<file path="config.mk">
export PLATFORM = sky130hd
export DESIGN_NAME = cipher_machine
export DESIGN_NICKNAME = d
export VERILOG_FILES = /design/src/cipher_pkg.sv /design/src/link_pkg.sv /design/src/cipher_machine.sv /design/src/message_loader.sv /design/src/shift_cipher_unit.sv /design/src/token_fifo.sv
export SDC_FILE = /design/constraint.sdc
export NUM_CORES = 1
export LEC_CHECK = 0
export BUFFER_PORTS_ARGS = -buffer_cell sky130_fd_sc_hd__buf_2
export CAP_MARGIN = 20
export CORE_MARGIN = 3
export CORE_UTILIZATION = 28
export CTS_CLUSTER_SIZE = 16
export DETAILED_ROUTE_END_ITERATION = 7
export PLACE_DENSITY = 0.46
export SLEW_MARGIN = 20
export SYNTH_ARGS = -nofsm -noshare
export SYNTH_HDL_FRONTEND = slang
export SYNTH_SLANG_ARGS = --single-unit
</file>
<file path="constraint.sdc">
create_clock -name clock -period 5.5 [get_ports clock]
set_clock_uncertainty 0.05 [all_clocks]
set_input_delay 0.275 -clock clock [delete_from_list [all_inputs] [get_ports clock]]
set_output_delay 0.275 -clock clock [all_outputs]
set_load 0.005 [all_outputs]
</file>
<file path="src/cipher_pkg.sv">
// Letter codes 1..26 only; other codes are carried through untouched, message length is fixed at five
package cipher_pkg;

	// One letter code, a is 1 and z is 26
	typedef logic [4:0] letter_t;

	// Key or shift amount, used mod 26
	typedef logic [4:0] shift_t;

	// Slot index into a message
	typedef logic [2:0] slot_t;

	localparam int msg_len = 5; // Letters per message

	localparam letter_t letter_first = 5'd1;  // a
	localparam letter_t letter_last  = 5'd26; // z
	localparam shift_t alphabet_size = 5'd26;

	// Whole message, slot 0 in the top bits
	typedef struct packed {
		letter_t l0;
		letter_t l1;
		letter_t l2;
		letter_t l3;
		letter_t l4;
	} message_t;

	// Cipher method select
	// Code 2'd3 has no name and runs as plain
	typedef enum logic [1:0] {
		method_plain    = 2'd0,
		method_caesar   = 2'd1,
		method_vigenere = 2'd2
	} method_e;

endpackage

</file>
<file path="src/link_pkg.sv">
// Token and credit types for the loader-to-consumer link; credit_t limits the buffer depth to 15
package link_pkg;

	// One letter in flight between loader and shift unit
	typedef struct packed {
		cipher_pkg::letter_t letter; // Source letter code
		cipher_pkg::shift_t shift;   // Already reduced mod 26
		logic backward;              // Decode direction
		cipher_pkg::slot_t slot;     // Result position
	} letter_token_t;

	// Credit count, also used for buffer fill
	typedef logic [3:0] credit_t;

endpackage

</file>
<file path="src/cipher_machine.sv">
// Top level; depth sets both the buffer size and the loader's credit, legal from 2 to 15
`timescale 1ns/100ps

module cipher_machine #(
	parameter int depth = 4
) (
	input  logic clock,
	input  logic resetn,
	input  logic letter_valid,
	input  cipher_pkg::letter_t letter_in,
	input  logic key_valid,
	input  cipher_pkg::shift_t key_in,
	input  logic go,
	input  cipher_pkg::method_e method,
	input  logic decode,
	output logic busy,
	output logic done,
	output cipher_pkg::message_t result
);

	logic token_valid;
	link_pkg::letter_token_t token;
	link_pkg::letter_token_t head;
	logic not_empty;
	logic pop;
	logic credit_return;

	// Producer
	message_loader #(.depth(depth)) loader_i (
		.clock(clock), .resetn(resetn),
		.letter_valid(letter_valid), .key_valid(key_valid),
		.letter_in(letter_in), .key_in(key_in),
		.go(go), .decode(decode), .method(method),
		.credit_return(credit_return), .done(done),
		.token_valid(token_valid), .token(token), .busy(busy)
	);

	// Token buffer
	token_fifo #(.depth(depth)) fifo_i (
		.clock(clock), .resetn(resetn),
		.token_valid(token_valid), .token(token), .pop(pop),
		.head(head), .not_empty(not_empty), .credit_return(credit_return)
	);

	// Consumer
	shift_cipher_unit shift_i (
		.clock(clock), .resetn(resetn),
		.head(head), .not_empty(not_empty),
		.pop(pop), .result(result), .done(done)
	);

endmodule

</file>
<file path="src/message_loader.sv">
// Issues a token only with credit; loads during a run go to the slots, never to the running snapshot
`timescale 1ns/100ps

module message_loader #(
	parameter int depth = 4
) (
	input  logic clock,
	input  logic resetn,
	input  logic letter_valid,
	input  logic key_valid,
	input  cipher_pkg::letter_t letter_in,
	input  cipher_pkg::shift_t key_in,
	input  logic go,
	input  logic decode,
	input  cipher_pkg::method_e method,
	input  logic credit_return,
	input  logic done,
	output logic token_valid,
	output link_pkg::letter_token_t token,
	output logic busy
);

	typedef enum logic [1:0] {
		load_idle,
		load_send,
		load_wait_done
	} load_state_e;

	localparam cipher_pkg::slot_t last_slot = cipher_pkg::slot_t'(cipher_pkg::msg_len - 1);

	load_state_e state;
	cipher_pkg::letter_t letters [cipher_pkg::msg_len]; // User letter slots
	cipher_pkg::shift_t keys [cipher_pkg::msg_len];     // User key slots
	cipher_pkg::slot_t letter_idx;
	cipher_pkg::slot_t key_idx;

	// Run snapshot taken on go
	cipher_pkg::letter_t snap_letters [cipher_pkg::msg_len];
	cipher_pkg::shift_t snap_keys [cipher_pkg::msg_len];
	cipher_pkg::method_e snap_method;
	logic snap_decode;

	cipher_pkg::slot_t send_idx; // Next letter to issue
	link_pkg::credit_t credit;
	cipher_pkg::shift_t raw_shift;

	assign busy = (state != load_idle);
	assign token_valid = (state == load_send) && (credit != '0); // Stall at zero credit

	// Shift choice per method, spare code runs as plain
	always_comb
	begin
		case (snap_method)
			cipher_pkg::method_caesar:   raw_shift = snap_keys[0];
			cipher_pkg::method_vigenere: raw_shift = snap_keys[send_idx];
			default:                     raw_shift = '0;
		endcase
		token.letter = snap_letters[send_idx];
		token.shift = (raw_shift >= cipher_pkg::alphabet_size) ?
			raw_shift - cipher_pkg::alphabet_size : raw_shift; // Keys up to 31, one subtract is enough
		token.backward = snap_decode;
		token.slot = send_idx;
	end

	// Letter and key slots, indices wrap after the fifth load
	always_ff @(posedge clock)
	begin
		if (!resetn)
		begin
			letter_idx <= '0;
			key_idx <= '0;
			for (int i = 0; i < cipher_pkg::msg_len; i++)
			begin
				letters[i] <= '0;
				keys[i] <= '0;
			end
		end
		else
		begin
			if (letter_valid)
			begin
				letters[letter_idx] <= letter_in;
				letter_idx <= (letter_idx == last_slot) ? '0 : letter_idx + 1'b1;
			end
			if (key_valid)
			begin
				keys[key_idx] <= key_in;
				key_idx <= (key_idx == last_slot) ? '0 : key_idx + 1'b1;
			end
		end
	end

	// Snapshot payload
	always_ff @(posedge clock)
	begin
		if (state == load_idle && go)
		begin
			snap_letters <= letters;
			snap_keys <= keys;
			snap_method <= method;
			snap_decode <= decode;
		end
	end

	// Run FSM and credit count
	always_ff @(posedge clock)
	begin
		if (!resetn)
		begin
			state <= load_idle;
			send_idx <= '0;
			credit <= link_pkg::credit_t'(depth); // Buffer starts empty
		end
		else
		begin
			credit <= credit - link_pkg::credit_t'(token_valid)
				+ link_pkg::credit_t'(credit_return);
			case (state)
				load_idle:
					if (go)
					begin
						send_idx <= '0;
						state <= load_send;
					end
				load_send:
					if (token_valid)
					begin
						if (send_idx == last_slot)
							state <= load_wait_done; // All five issued
						else
							send_idx <= send_idx + 1'b1;
					end
				default:
					if (done)
						state <= load_idle; // go ignored until here
			endcase
		end
	end

endmodule

</file>
<file path="src/shift_cipher_unit.sv">
// Always ready; expects shifts already below 26, and codes outside 1..26 are written back unchanged
`timescale 1ns/100ps

module shift_cipher_unit (
	input  logic clock,
	input  logic resetn,
	input  link_pkg::letter_token_t head,
	input  logic not_empty,
	output logic pop,
	output cipher_pkg::message_t result,
	output logic done
);

	localparam cipher_pkg::slot_t last_slot = cipher_pkg::slot_t'(cipher_pkg::msg_len - 1);

	logic in_range;
	logic [5:0] wide; // One spare bit for wrap
	cipher_pkg::letter_t shifted;

	assign pop = not_empty; // Never stalls

	assign in_range = (head.letter >= cipher_pkg::letter_first)
		&& (head.letter <= cipher_pkg::letter_last);

	// Shift with wraparound inside a..z
	always_comb
	begin
		wide = {1'b0, head.letter};
		if (!head.backward)
		begin
			wide = {1'b0, head.letter} + {1'b0, head.shift};
			if (wide > {1'b0, cipher_pkg::letter_last})
				wide = wide - {1'b0, cipher_pkg::alphabet_size}; // Past z back to a
		end
		else if (head.letter <= head.shift)
			wide = {1'b0, head.letter} + {1'b0, cipher_pkg::alphabet_size}
				- {1'b0, head.shift}; // Before a back to z
		else
			wide = {1'b0, head.letter} - {1'b0, head.shift};
		shifted = in_range ? wide[4:0] : head.letter; // Non-letters pass through
	end

	// Result slots and done pulse
	always_ff @(posedge clock)
	begin
		if (!resetn)
		begin
			result <= '0;
			done <= 1'b0;
		end
		else
		begin
			done <= pop && (head.slot == last_slot); // Same edge as last write
			if (pop)
			begin
				case (head.slot)
					3'd0:    result.l0 <= shifted;
					3'd1:    result.l1 <= shifted;
					3'd2:    result.l2 <= shifted;
					3'd3:    result.l3 <= shifted;
					default: result.l4 <= shifted;
				endcase
			end
		end
	end

endmodule

</file>
<file path="src/token_fifo.sv">
// No full check; the writer must hold credit, so depth must match the loader's credit (2..15)
`timescale 1ns/100ps

module token_fifo #(
	parameter int depth = 4
) (
	input  logic clock,
	input  logic resetn,
	input  logic token_valid,
	input  link_pkg::letter_token_t token,
	input  logic pop,
	output link_pkg::letter_token_t head,
	output logic not_empty,
	output logic credit_return
);

	localparam int ptr_w = $clog2(depth);

	typedef logic [ptr_w-1:0] ptr_t;

	localparam ptr_t last_ptr = ptr_t'(depth - 1);

	link_pkg::letter_token_t mem [depth];
	ptr_t wr_ptr;
	ptr_t rd_ptr;
	link_pkg::credit_t count; // Fill level
	logic do_pop;

	assign not_empty = (count != '0);
	assign do_pop = pop && not_empty;
	assign head = mem[rd_ptr]; // Head visible the cycle after its write
	assign credit_return = do_pop; // One credit back per pop

	// Storage
	always_ff @(posedge clock)
	begin
		if (token_valid)
			mem[wr_ptr] <= token;
	end

	// Pointers wrap at depth, not at a power of two
	always_ff @(posedge clock)
	begin
		if (!resetn)
		begin
			wr_ptr <= '0;
			rd_ptr <= '0;
			count <= '0;
		end
		else
		begin
			if (token_valid)
				wr_ptr <= (wr_ptr == last_ptr) ? '0 : wr_ptr + 1'b1;
			if (do_pop)
				rd_ptr <= (rd_ptr == last_ptr) ? '0 : rd_ptr + 1'b1;
			count <= count + link_pkg::credit_t'(token_valid)
				- link_pkg::credit_t'(do_pop);
		end
	end

endmodule
</file>
==> run_results.csv, run 1 <==
group,metric,value,unit
outcome,status,"complete, no violations",
floorplan,coreArea,0.03278,mm^2
global_routing,antenna_found_initial,0,
sta,setup_ws,1753,ps
route,dr.pass1.iters,5,
route,wl_per_cell,15.14,um
finish,utilization,0.3351,
placed_design,gp_congestion,0.7866,
floorplan,fp.dieArea,0.03579,mm^2
placed_design,dp_hpwl,13.34,mm
global_routing,grt_pass1_vias,5938,
pwr,switching_power,0.001957,W
clock_network,htreeDepth,1,
global_routing,grt_max_degree,79,
logic_synthesis,synthArstFlopShare,0,
clock_network,clockRootBuffer,"clkbuf_16",
floorplan,rows,66,
clock_network,clkLatencyLatePin,530,ps
finish,seq_area,0.005295,mm^2
pwr,p_leak,4.136,nW
pwr,vdd_drop_max,0.0002227,V
clock_network,cts_tree,"done",
logic_synthesis,ys_ff_latch,210,
logic_synthesis,yosys_warnings,0,
finish,fin_nets,897,
global_routing,grt_overflow_total,0,
logic_synthesis,avgSynthCellArea,12.17,um^2
clock_network,post_cts_buffers,0,
job,maxCapViolCount,0,
pwr,p_comb_frac,0.370,
sta,period_share,0.6814,
sta,finalCriticalPeriod,3747,ps
route,first_iter_violations,385,
clock_network,cts_num_sinks,210,
finish,antenna_cells,0,
route,antenna_left,0,
sta,timing.fmax,266.8,MHz
logic_synthesis,synthCells,772,
finish,drive_above_1_share,0.1608,
sta,worst_pin_slew,1064,ps
finish,fill_cells,3318,
logic_synthesis,syn_nets,835,
route,drc,0,
floorplan,die_h,189.2,um
route,post_drt_via_cell_ratio,4.600,
route,wl,19.60,mm
floorplan,io_pins,45,
floorplan,start_util,0.2866,
placed_design,preCtsSetupSlack,1713,ps
setup_path,startpoint_type,"flop",
logic_synthesis,ys.flop_type,"edfxtp_1",
clock_network,clock_path_buffers,3,
logic_synthesis,ys_types,75,
setup_path,rrSetupSlack,1750,ps
setup_path,path_class,"flop to flop",
finish,area_delta_synth_final,16.92,%
finish,final_cell_mix,"109 x edfxtp_1, 101 x dfxtp_1, 86 x nor2_1",
hold_path,hp-class,"input port to flop",
setup_path,crit_fanout,15,
logic_synthesis,synth_edf_count,109,
logic_synthesis,seq_area_frac_synth,0.5635,
global_routing,groute.usage.overall,0.1106,
pwr,p_seq_frac,0.351,
setup_path,crit_arrival,4050,ps
pwr,p_int,0.003551,W
setup_path,critPathRequiredTime,5800,ps
sta,maxSlewViolCount,0,
setup_path,r2r-end,"shift_i.result[4]",
setup_path,rr_worst_depth,9,
placed_design,numPortBuffers,44,
route,num_vias,5952,
finish,multi_input_area,0.003760,mm^2
clock_network,cts_buffers,24,
pwr,switching_share,0.3553,
hold_path,hold_path_end,"loader_i.keys[7]",
pwr,p_per_area,501.3,mW/mm^2
pwr,total_power,0.005508,W
sta,rsz0062_at_grt,"no",
sta,setup_viol_count_final,0,
setup_path,end_kind,"flop",
logic_synthesis,synth_area,0.009397,mm^2
sta,hold_violations,0,
sta,relSlewSlack,0.2849,
hold_path,hp-start,"key_in[2]",
global_routing,grt_pass1_wl,32.61,mm
pwr,pwr-share-clk,0.279,
sta,final.setup.tns,0,ps
floorplan,die_w,189.2,um
hold_path,hold_path_depth,3,
finish,final_common_cell,"edfxtp_1",
clock_network,clkSlewWorstSetupHoldPaths,60,ps
-- through the flow --
stage / std cells / hold slack [ps] / area (um^2)
finish: 1294 / 26.57 / 10990
global placement: 1239 / 361.2 / 10080
global route: 1294 / 22.61 / 10990
detailed placement: 1239 / 364.1 / 10090
CTS: 1294 / 2.768 / 10980
floorplan: 772 / 323.9 / 9397
-- flip-flops by register name, summed over array words and instances (netlist names), 3 cells and up, named ones only --
signal                 count
loader_i.letter_idx        3
loader_i.credit            4
loader_i.key_idx           3
loader_i.snap_keys        25
loader_i.send_idx          3
fifo_i.count               4
loader_i.letters          25
loader_i.snap_letters     25
fifo_i.mem                56
shift_i.result            25
loader_i.keys             25
-- synth_stat cells (3+ instances only) --
cell type	n	area (um^2)
a31oi_1	13	81.33
a21oi_1	25	125.1
nor2_1	87	326.6
mux2i_1	54	540.5
xor2_1	4	35.03
o21ai_0	23	115.1
dfxtp_1	101	2022
o21a_1	3	22.52
edfxtp_1	109	3273
fa_1	6	120.1
buf_6	3	33.78
buf_2	7	35.03
nor3b_1	3	22.52
o31ai_1	11	82.58
o22ai_1	10	62.56
a211oi_1	6	45.04
nand3b_1	3	22.52
and3_1	5	31.28
and2_1	9	56.30
nor3_1	16	80.08
nand2_1	38	142.6
mux4_2	23	518.0
xnor2_1	6	52.55
a21o_1	5	37.54
inv_1	52	195.2
ha_1	39	488.0
o211ai_1	4	30.03
nor2b_1	9	56.30
nand3_1	22	110.1
nand2b_1	5	31.28
clkbuf_1	13	48.80
-- repair_timing --
item,4_1_cts,5_1_grt
hold buffers,11,0
hold endpoints to repair,27,0
resized for setup,0,0
-- worst max-delay path, cell delays in order (launching register included) --
cell and delay, ps:
dfxtp_1 780, mux4_2 470, ha_1 580, ha_1 310, a21oi_1 150, o22ai_1 100, xnor2_1 170, a211o_1 300
a32oi_1 510, a31oi_1 150
-- routing by layer --
layer	wire [um]	GRT usage
met1	9625	0.1562
met2	8815	0.1763
met4	383	0.02779
met3	772	0.01981
met5	0	0
-- power by group through the flow --
stage               clock network, W  registers (W)  logic (W)
floorplan                          0        0.00194    0.00155
global placement                   0        0.00197    0.00204
detailed placement                 0        0.00197    0.00204
CTS                          0.00160        0.00194    0.00205
global route                 0.00167        0.00195    0.00231
finish                       0.00154        0.00193    0.00204
-- cells by family (layout without fill, tap and decap cells) --
logic type	after synthesis	after routing	share of synthesized area
AOI/OAI and AO/OA	128	128	0.09281
xor gates and xnor gates	10	10	0.009320
adders and majority gates	45	45	0.06471
buffers and inverters	81	161	0.03822
DFF	210	210	0.5635
muxes	80	80	0.1166
and+or+nand+nor	218	218	0.1148
-- how the worst max path moves through the flow --
| stage | start | end | slack, ps | cells after the start |
|---|---|---|---|---|
| 6_report | flop | shift_i.result[4] | 1750 | 9 |
| 5_1_grt | flop | shift_i.result[23] | 1440 | 12 |
| 2_1_floorplan | loader_i.state[1] | loader_i.send_idx[2] | 1770 | 6 |
| 3_5_place_dp | flop | shift_i.result[23] | 1710 | 12 |
| 4_1_cts | flop | shift_i.result[23] | 1680 | 12 |
| 3_3_place_gp | flop | shift_i.result[18] | 1760 | 12 |
-- final cells by class --
class,count,share of cell area
clock buffer,26,0.05626
clock inverter,18,0.01492
inverter,53,0.01811
multi-input combinational,481,0.3422
sequential,210,0.4819
tap,442,0.05034
timing repair buffer,64,0.03621
No activity file was read; power rests on OpenSTA's default activity.
==> run 2: changes to the inputs <==
==> constraint.sdc (replaced) <==
create_clock -name clock -period 3.7 [get_ports clock]
set_clock_uncertainty 0.05 [all_clocks]
set_input_delay 0.185 -clock clock [delete_from_list [all_inputs] [get_ports clock]]
set_output_delay 0.185 -clock clock [all_outputs]
set_load 0.005 [all_outputs]
==> run 2 against run 1 <==
Routed wire length up 3.2%. Clock power up 50%. Non-clock buffer count up 17. Die area unchanged. Count of clock-buffer cells in the layout up 11. Design area up 1.2%. Sequential power up 48%. Critical endpoint is now shift_i.result[2].
==> run_results.csv, run 2 (synthesis gave the netlist of run 1 again) <==
group,metric,value,unit
floorplan,io_pins,45,
placed_design,numPortBuffers,44,
clock_network,clock_path_buffers,3,
finish,area_delta_synth_final,18.28,%
clock_network,post_cts_buffers,0,
route,post_drt_via_cell_ratio,4.615,
route,wl,20.22,mm
placed_design,gp_congestion,0.7985,
global_routing,grt_overflow_total,0,
finish,antenna_cells,0,
finish,final_cell_mix,"109 x edfxtp_1, 101 x dfxtp_1, 86 x nor2_1",
clock_network,clkSlewWorstSetupHoldPaths,60,ps
pwr,vdd_drop_max,0.0003314,V
hold_path,hp-class,"input port to flop",
route,dr.pass1.iters,5,
global_routing,grt_pass1_wl,32.71,mm
sta,hold_violations,0,
finish,top_register,"fifo_i.mem",
setup_path,end_kind,"flop",
sta,relSlewSlack,0.2904,
placed_design,preCtsSetupSlack,299.4,ps
setup_path,startpoint_type,"flop",
setup_path,path_class,"flop to flop",
placed_design,dp.cells,1252,
setup_path,max_stage_delay,580,ps
route,first_iter_violations,466,
clock_network,clkLatencyLatePin,530,ps
clock_network,clockRootBuffer,"clkbuf_16",
setup_path,cpMostUsedCell,"a31oi_1",
route,drc,0,
sta,finalCriticalPeriod,3445,ps
global_routing,groute.usage.overall,0.1118,
floorplan,rows,66,
floorplan,coreArea,0.03278,mm^2
sta,maxSlewViolCount,0,
route,wl_per_cell,15.42,um
global_routing,antenna_found_initial,0,
job,maxCapViolCount,0,
sta,setup_viol_count_final,0,
setup_path,cp_top_family,"compound AO/OA/AOI/OAI gates",
sta,worst_pin_slew,1056,ps
sta,timing.fmax,290.3,MHz
clock_network,cts_buffers,24,
setup_path,path_cells,"buf_4 > mux4_2 > ha_1 > or3b_1 > a31oi_1 > nor2_1 > o211a_1 > o311ai_2 > a31oi_1",
setup_path,crit_arrival,3780,ps
sta,setup_ws,255.4,ps
clock_network,cts_tree,"done",
pwr,p_leak,4.208,nW
finish,largest_register_ffs,56,
setup_path,critPathRequiredTime,4030,ps
pwr,p_per_area,753.9,mW/mm^2
outcome,status,"complete, no violations",
finish,fin_nets,914,
sta,final.setup.tns,0,ps
sta,rsz0062_at_grt,"no",
floorplan,die_h,189.2,um
sta,fin_hold_ws,43.26,ps
route,antenna_left,0,
finish,final_common_cell,"edfxtp_1",
global_routing,grt_pass1_vias,5945,
setup_path,crit_fanout,13,
sta,period_share,0.9310,
placed_design,dp_hpwl,13.71,mm
finish,finalNonFillerCells,1311,
clock_network,cts_num_sinks,210,
floorplan,start_util,0.2866,
global_routing,grt_max_degree,79,
pwr,total_power,0.008379,W
floorplan,die_w,189.2,um
clock_network,htreeDepth,1,
finish,drive_above_1_share,0.1657,
route,num_vias,6050,
floorplan,fp.dieArea,0.03579,mm^2
setup_path,crit_slowest_cell,"mux4_2",
setup_path,critPathBufInv,1,
==> run 2: stage by stage <==
| stage | utilization | cell area (um^2) |
|---|---|---|
| finish | 0.3390 | 11110 |
| global route | 0.3390 | 11110 |
| detailed placement | 0.3106 | 10180 |
| CTS | 0.3389 | 11110 |
| floorplan | - | 9399 |
| global placement | 0.3106 | 10180 |
==> run 2: power by group <==
part	switching [W]	internal, W
clock network	0.000942	0.00136
logic	0.00191	0.00131
registers	0.000127	0.00272
total	0.00298	0.00540
==> run 2: layer usage <==
metal | vias to the layer above | part of all wire | track usage | wire [um]
met5 | - | 0 | 0 | 0
met4 | 0 | 0.025 | 0.03036 | 507
met3 | 39 | 0.033 | 0.01703 | 670
met2 | 102 | 0.46 | 0.1841 | 9335
met1 | 2920 | 0.48 | 0.1537 | 9707
li1 | 2989 | - | - | -
==> run 2: layout make-up <==
class,count,area [um^2]
Fill cell,3283,21670
Sequential cell,210,5295
Multi-Input combinational cell,481,3754
Clock buffer,37,690.7
Tap cell,442,553.0
Timing Repair Buffer,81,535.5
Inverter,53,198.9
Clock inverter,7,87.58
==> run 2: repair_timing <==
item                                   CTS  global route
setup endpoints to repair                0             1
gates resized for setup                  0             1
endpoints found under the hold margin   59             0
hold buffers                            15             0
==> run 2: worst reg2reg max path, stage by stage, from the launching register on <==
cell      delay [ps]
dfxtp_1          320
buf_4            190
mux4_2           580
ha_1             500
or3b_1           440
a31oi_1          260
nor2_1           140
o211a_1          250
o311ai_2         440
a31oi_1          140
==> run 2: path summary, 6_finish.rpt <==
path,endpoint,slack (ps),depth (start not counted),start
max,shift_i.result[2],260,9,flop
min,loader_i.state[0],40,4,go
max reg2reg,shift_i.result[2],260,9,flop
min reg2reg,loader_i.snap_letters[17],380,0,loader_i.letters[17]
==> run 3: changes to the inputs <==
--- a/config.mk
+++ b/config.mk
@@ -11,6 +11,7 @@
 export CORE_UTILIZATION = 28
 export CTS_CLUSTER_SIZE = 16
 export DETAILED_ROUTE_END_ITERATION = 7
+export GPL_TIMING_DRIVEN = 0
 export PLACE_DENSITY = 0.46
 export SLEW_MARGIN = 20
 export SYNTH_ARGS = -nofsm -noshare
==> run 3 against run 2 <==
Flip-flop and latch count unchanged. Non-clock buffer count up 11. Critical path depth up 3. Sequential share of layout area down 0.49 points. Design area up 1.0%. Die area unchanged.
==> run_results.csv, run 3 (synthesis gave the netlist of run 1 again) <==
group,metric,value,unit
pwr,p_seq_frac,0.338,
placed_design,place_area,0.01024,mm^2
setup_path,crit_fanout,10,
global_routing,grt_overflow_total,0,
route,drc,0,
floorplan,coreArea,0.03278,mm^2
hold_path,hp-start,"go",
setup_path,cp_top_family,"compound AO/OA/AOI/OAI gates",
clock_network,htreeDepth,1,
setup_path,end_kind,"flop",
placed_design,preCtsSetupSlack,2.417,ps
floorplan,die_h,189.2,um
finish,antenna_cells,0,
finish,area_delta_synth_final,19.52,%
finish,fill_cells,3293,
clock_network,cts_buffers,23,
route,antenna_left,0,
sta,timing.fmax,287.1,MHz
finish,fin_nets,924,
setup_path,path_class,"flop to flop",
placed_design,gp_congestion,0.7829,
clock_network,clockRootBuffer,"clkbuf_16",
placed_design,numPortBuffers,43,
floorplan,fp.dieArea,0.03579,mm^2
setup_path,crit_arrival,3800,ps
job,maxCapViolCount,0,
global_routing,grt_pass1_wl,33.03,mm
sta,hold_violations,0,
finish,top_register,"fifo_i.mem",
sta,worst_pin_slew,1059,ps
floorplan,rows,66,
pwr,p_int,0.005454,W
pwr,switching_share,0.3528,
finish,finalInstanceArea,0.01123,mm^2
setup_path,critPathRequiredTime,4010,ps
outcome,status,"complete, no violations",
clock_network,clkLatencyLatePin,520,ps
global_routing,antenna_found_initial,0,
sta,period_share,0.9414,
finish,final_cell_mix,"109 x edfxtp_1, 101 x dfxtp_1, 86 x nor2_1",
sta,setup_viol_count_final,0,
setup_path,path_cells,"buf_6 > buf_12 > mux4_2 > ha_1 > inv_1 > fa_2 > nor3_1 > o31a_1 > nor2_1 > mux2i_1 > a32oi_1 > a31oi_1",
pwr,p_leak,4.234,nW
route,wl_per_cell,15.59,um
floorplan,die_w,189.2,um
route,dr.pass1.iters,7,
finish,finalNonFillerCells,1320,
clock_network,cts_num_sinks,210,
clock_network,clock_path_buffers,3,
setup_path,critPathBufInv,3,
hold_path,hp-class,"input port to flop",
pwr,vdd_drop_max,0.0003371,V
setup_path,crit_slowest_cell,"mux4_2",
finish,largest_register_ffs,56,
pwr,pwr-share-clk,0.272,
pwr,switching_power,0.002973,W
route,wl,20.57,mm
placed_design,dp.cells,1259,
finish,final_common_cell,"edfxtp_1",
setup_path,max_stage_delay,550,ps
global_routing,grt_pass1_vias,5839,
clock_network,clkSlewWorstSetupHoldPaths,60,ps
sta,setup_ws,216.9,ps
sta,final.setup.tns,0,ps
route,num_vias,6050,
global_routing,grt_max_degree,26,
clock_network,cts_tree,"done",
sta,maxSlewViolCount,0,
route,post_drt_via_cell_ratio,4.583,
pwr,p_per_area,750.3,mW/mm^2
placed_design,dp_hpwl,14.46,mm
pwr,total_power,0.008426,W
floorplan,io_pins,45,
route,first_iter_violations,363,
sta,relSlewSlack,0.2922,
finish,drive_above_1_share,0.1697,
sta,finalCriticalPeriod,3483,ps
setup_path,startpoint_type,"flop",
floorplan,start_util,0.2866,
global_routing,groute.usage.overall,0.1155,
pwr,p_comb_frac,0.391,
run 3: tightest hold or removal path: cells and delay by family:
kind / cells / cell delay [ps]
AO/OA/AOI/OAI: 2 / 260
buffers and inverters: 1 / 90
AND/OR/NAND/NOR: 1 / 70
run 3: path summary, 6_finish.rpt:
kind | end | slack (ps) | cells past startpoint
worst max-delay path | shift_i.result[19] | 220 | 12
worst min-delay path | loader_i.state[0] | 70 | 4
worst max register to register | shift_i.result[19] | 220 | 12
worst min register to register | loader_i.snap_letters[3] | 380 | 0
run 3: area by class of cell:
type / instances / area [um^2] / share of cell area
inverter: 53 / 198.9 / 0.01771
clock buffer: 31 / 649.4 / 0.05782
multi-input combinational: 481 / 3810 / 0.3392
sequential: 210 / 5295 / 0.4715
clock inverter: 11 / 118.9 / 0.01058
timing repair buffer: 64 / 442.9 / 0.03944
tap: 442 / 553.0 / 0.04924
buffer: 28 / 162.7 / 0.01448
run 3: power by group through the flow:
| stage | Sequential (W) | Clock [W] | Combinational (W) |
|---|---|---|---|
| after floorplan | 0.00288 | 0 | 0.00231 |
| after global placement | 0.00290 | 0 | 0.00314 |
| after detailed placement | 0.00290 | 0 | 0.00313 |
| after CTS | 0.00285 | 0.00236 | 0.00316 |
| after global routing | 0.00288 | 0.00245 | 0.00368 |
| final | 0.00285 | 0.00229 | 0.00329 |
run 3: layer usage:
metal  global-route usage  up-vias  part of all wire
met5                    0        -                 0
met4              0.02607        0             0.017
met3              0.02037       30             0.040
met2               0.1882      106              0.46
met1               0.1613     2899              0.48
li1                     -     3015                 -
run 3: what timing repair did:
item,CTS,global route
pin swaps,0,1
setup buffers,0,4
hold endpoints to repair,59,0
hold buffers,15,0
gates resized for setup,1,6
gates cloned,0,0
endpoints found under the setup margin,4,20
run 3: per-stage QoR:
step | hold WS [ps] | utilization
after floorplan | 233.9 | -
after global placement | 314.7 | 0.3101
after detailed placement | 316.3 | 0.3125
after CTS | 45.52 | 0.3407
after global routing | 79.17 | 0.3426
final | 65.23 | 0.3426
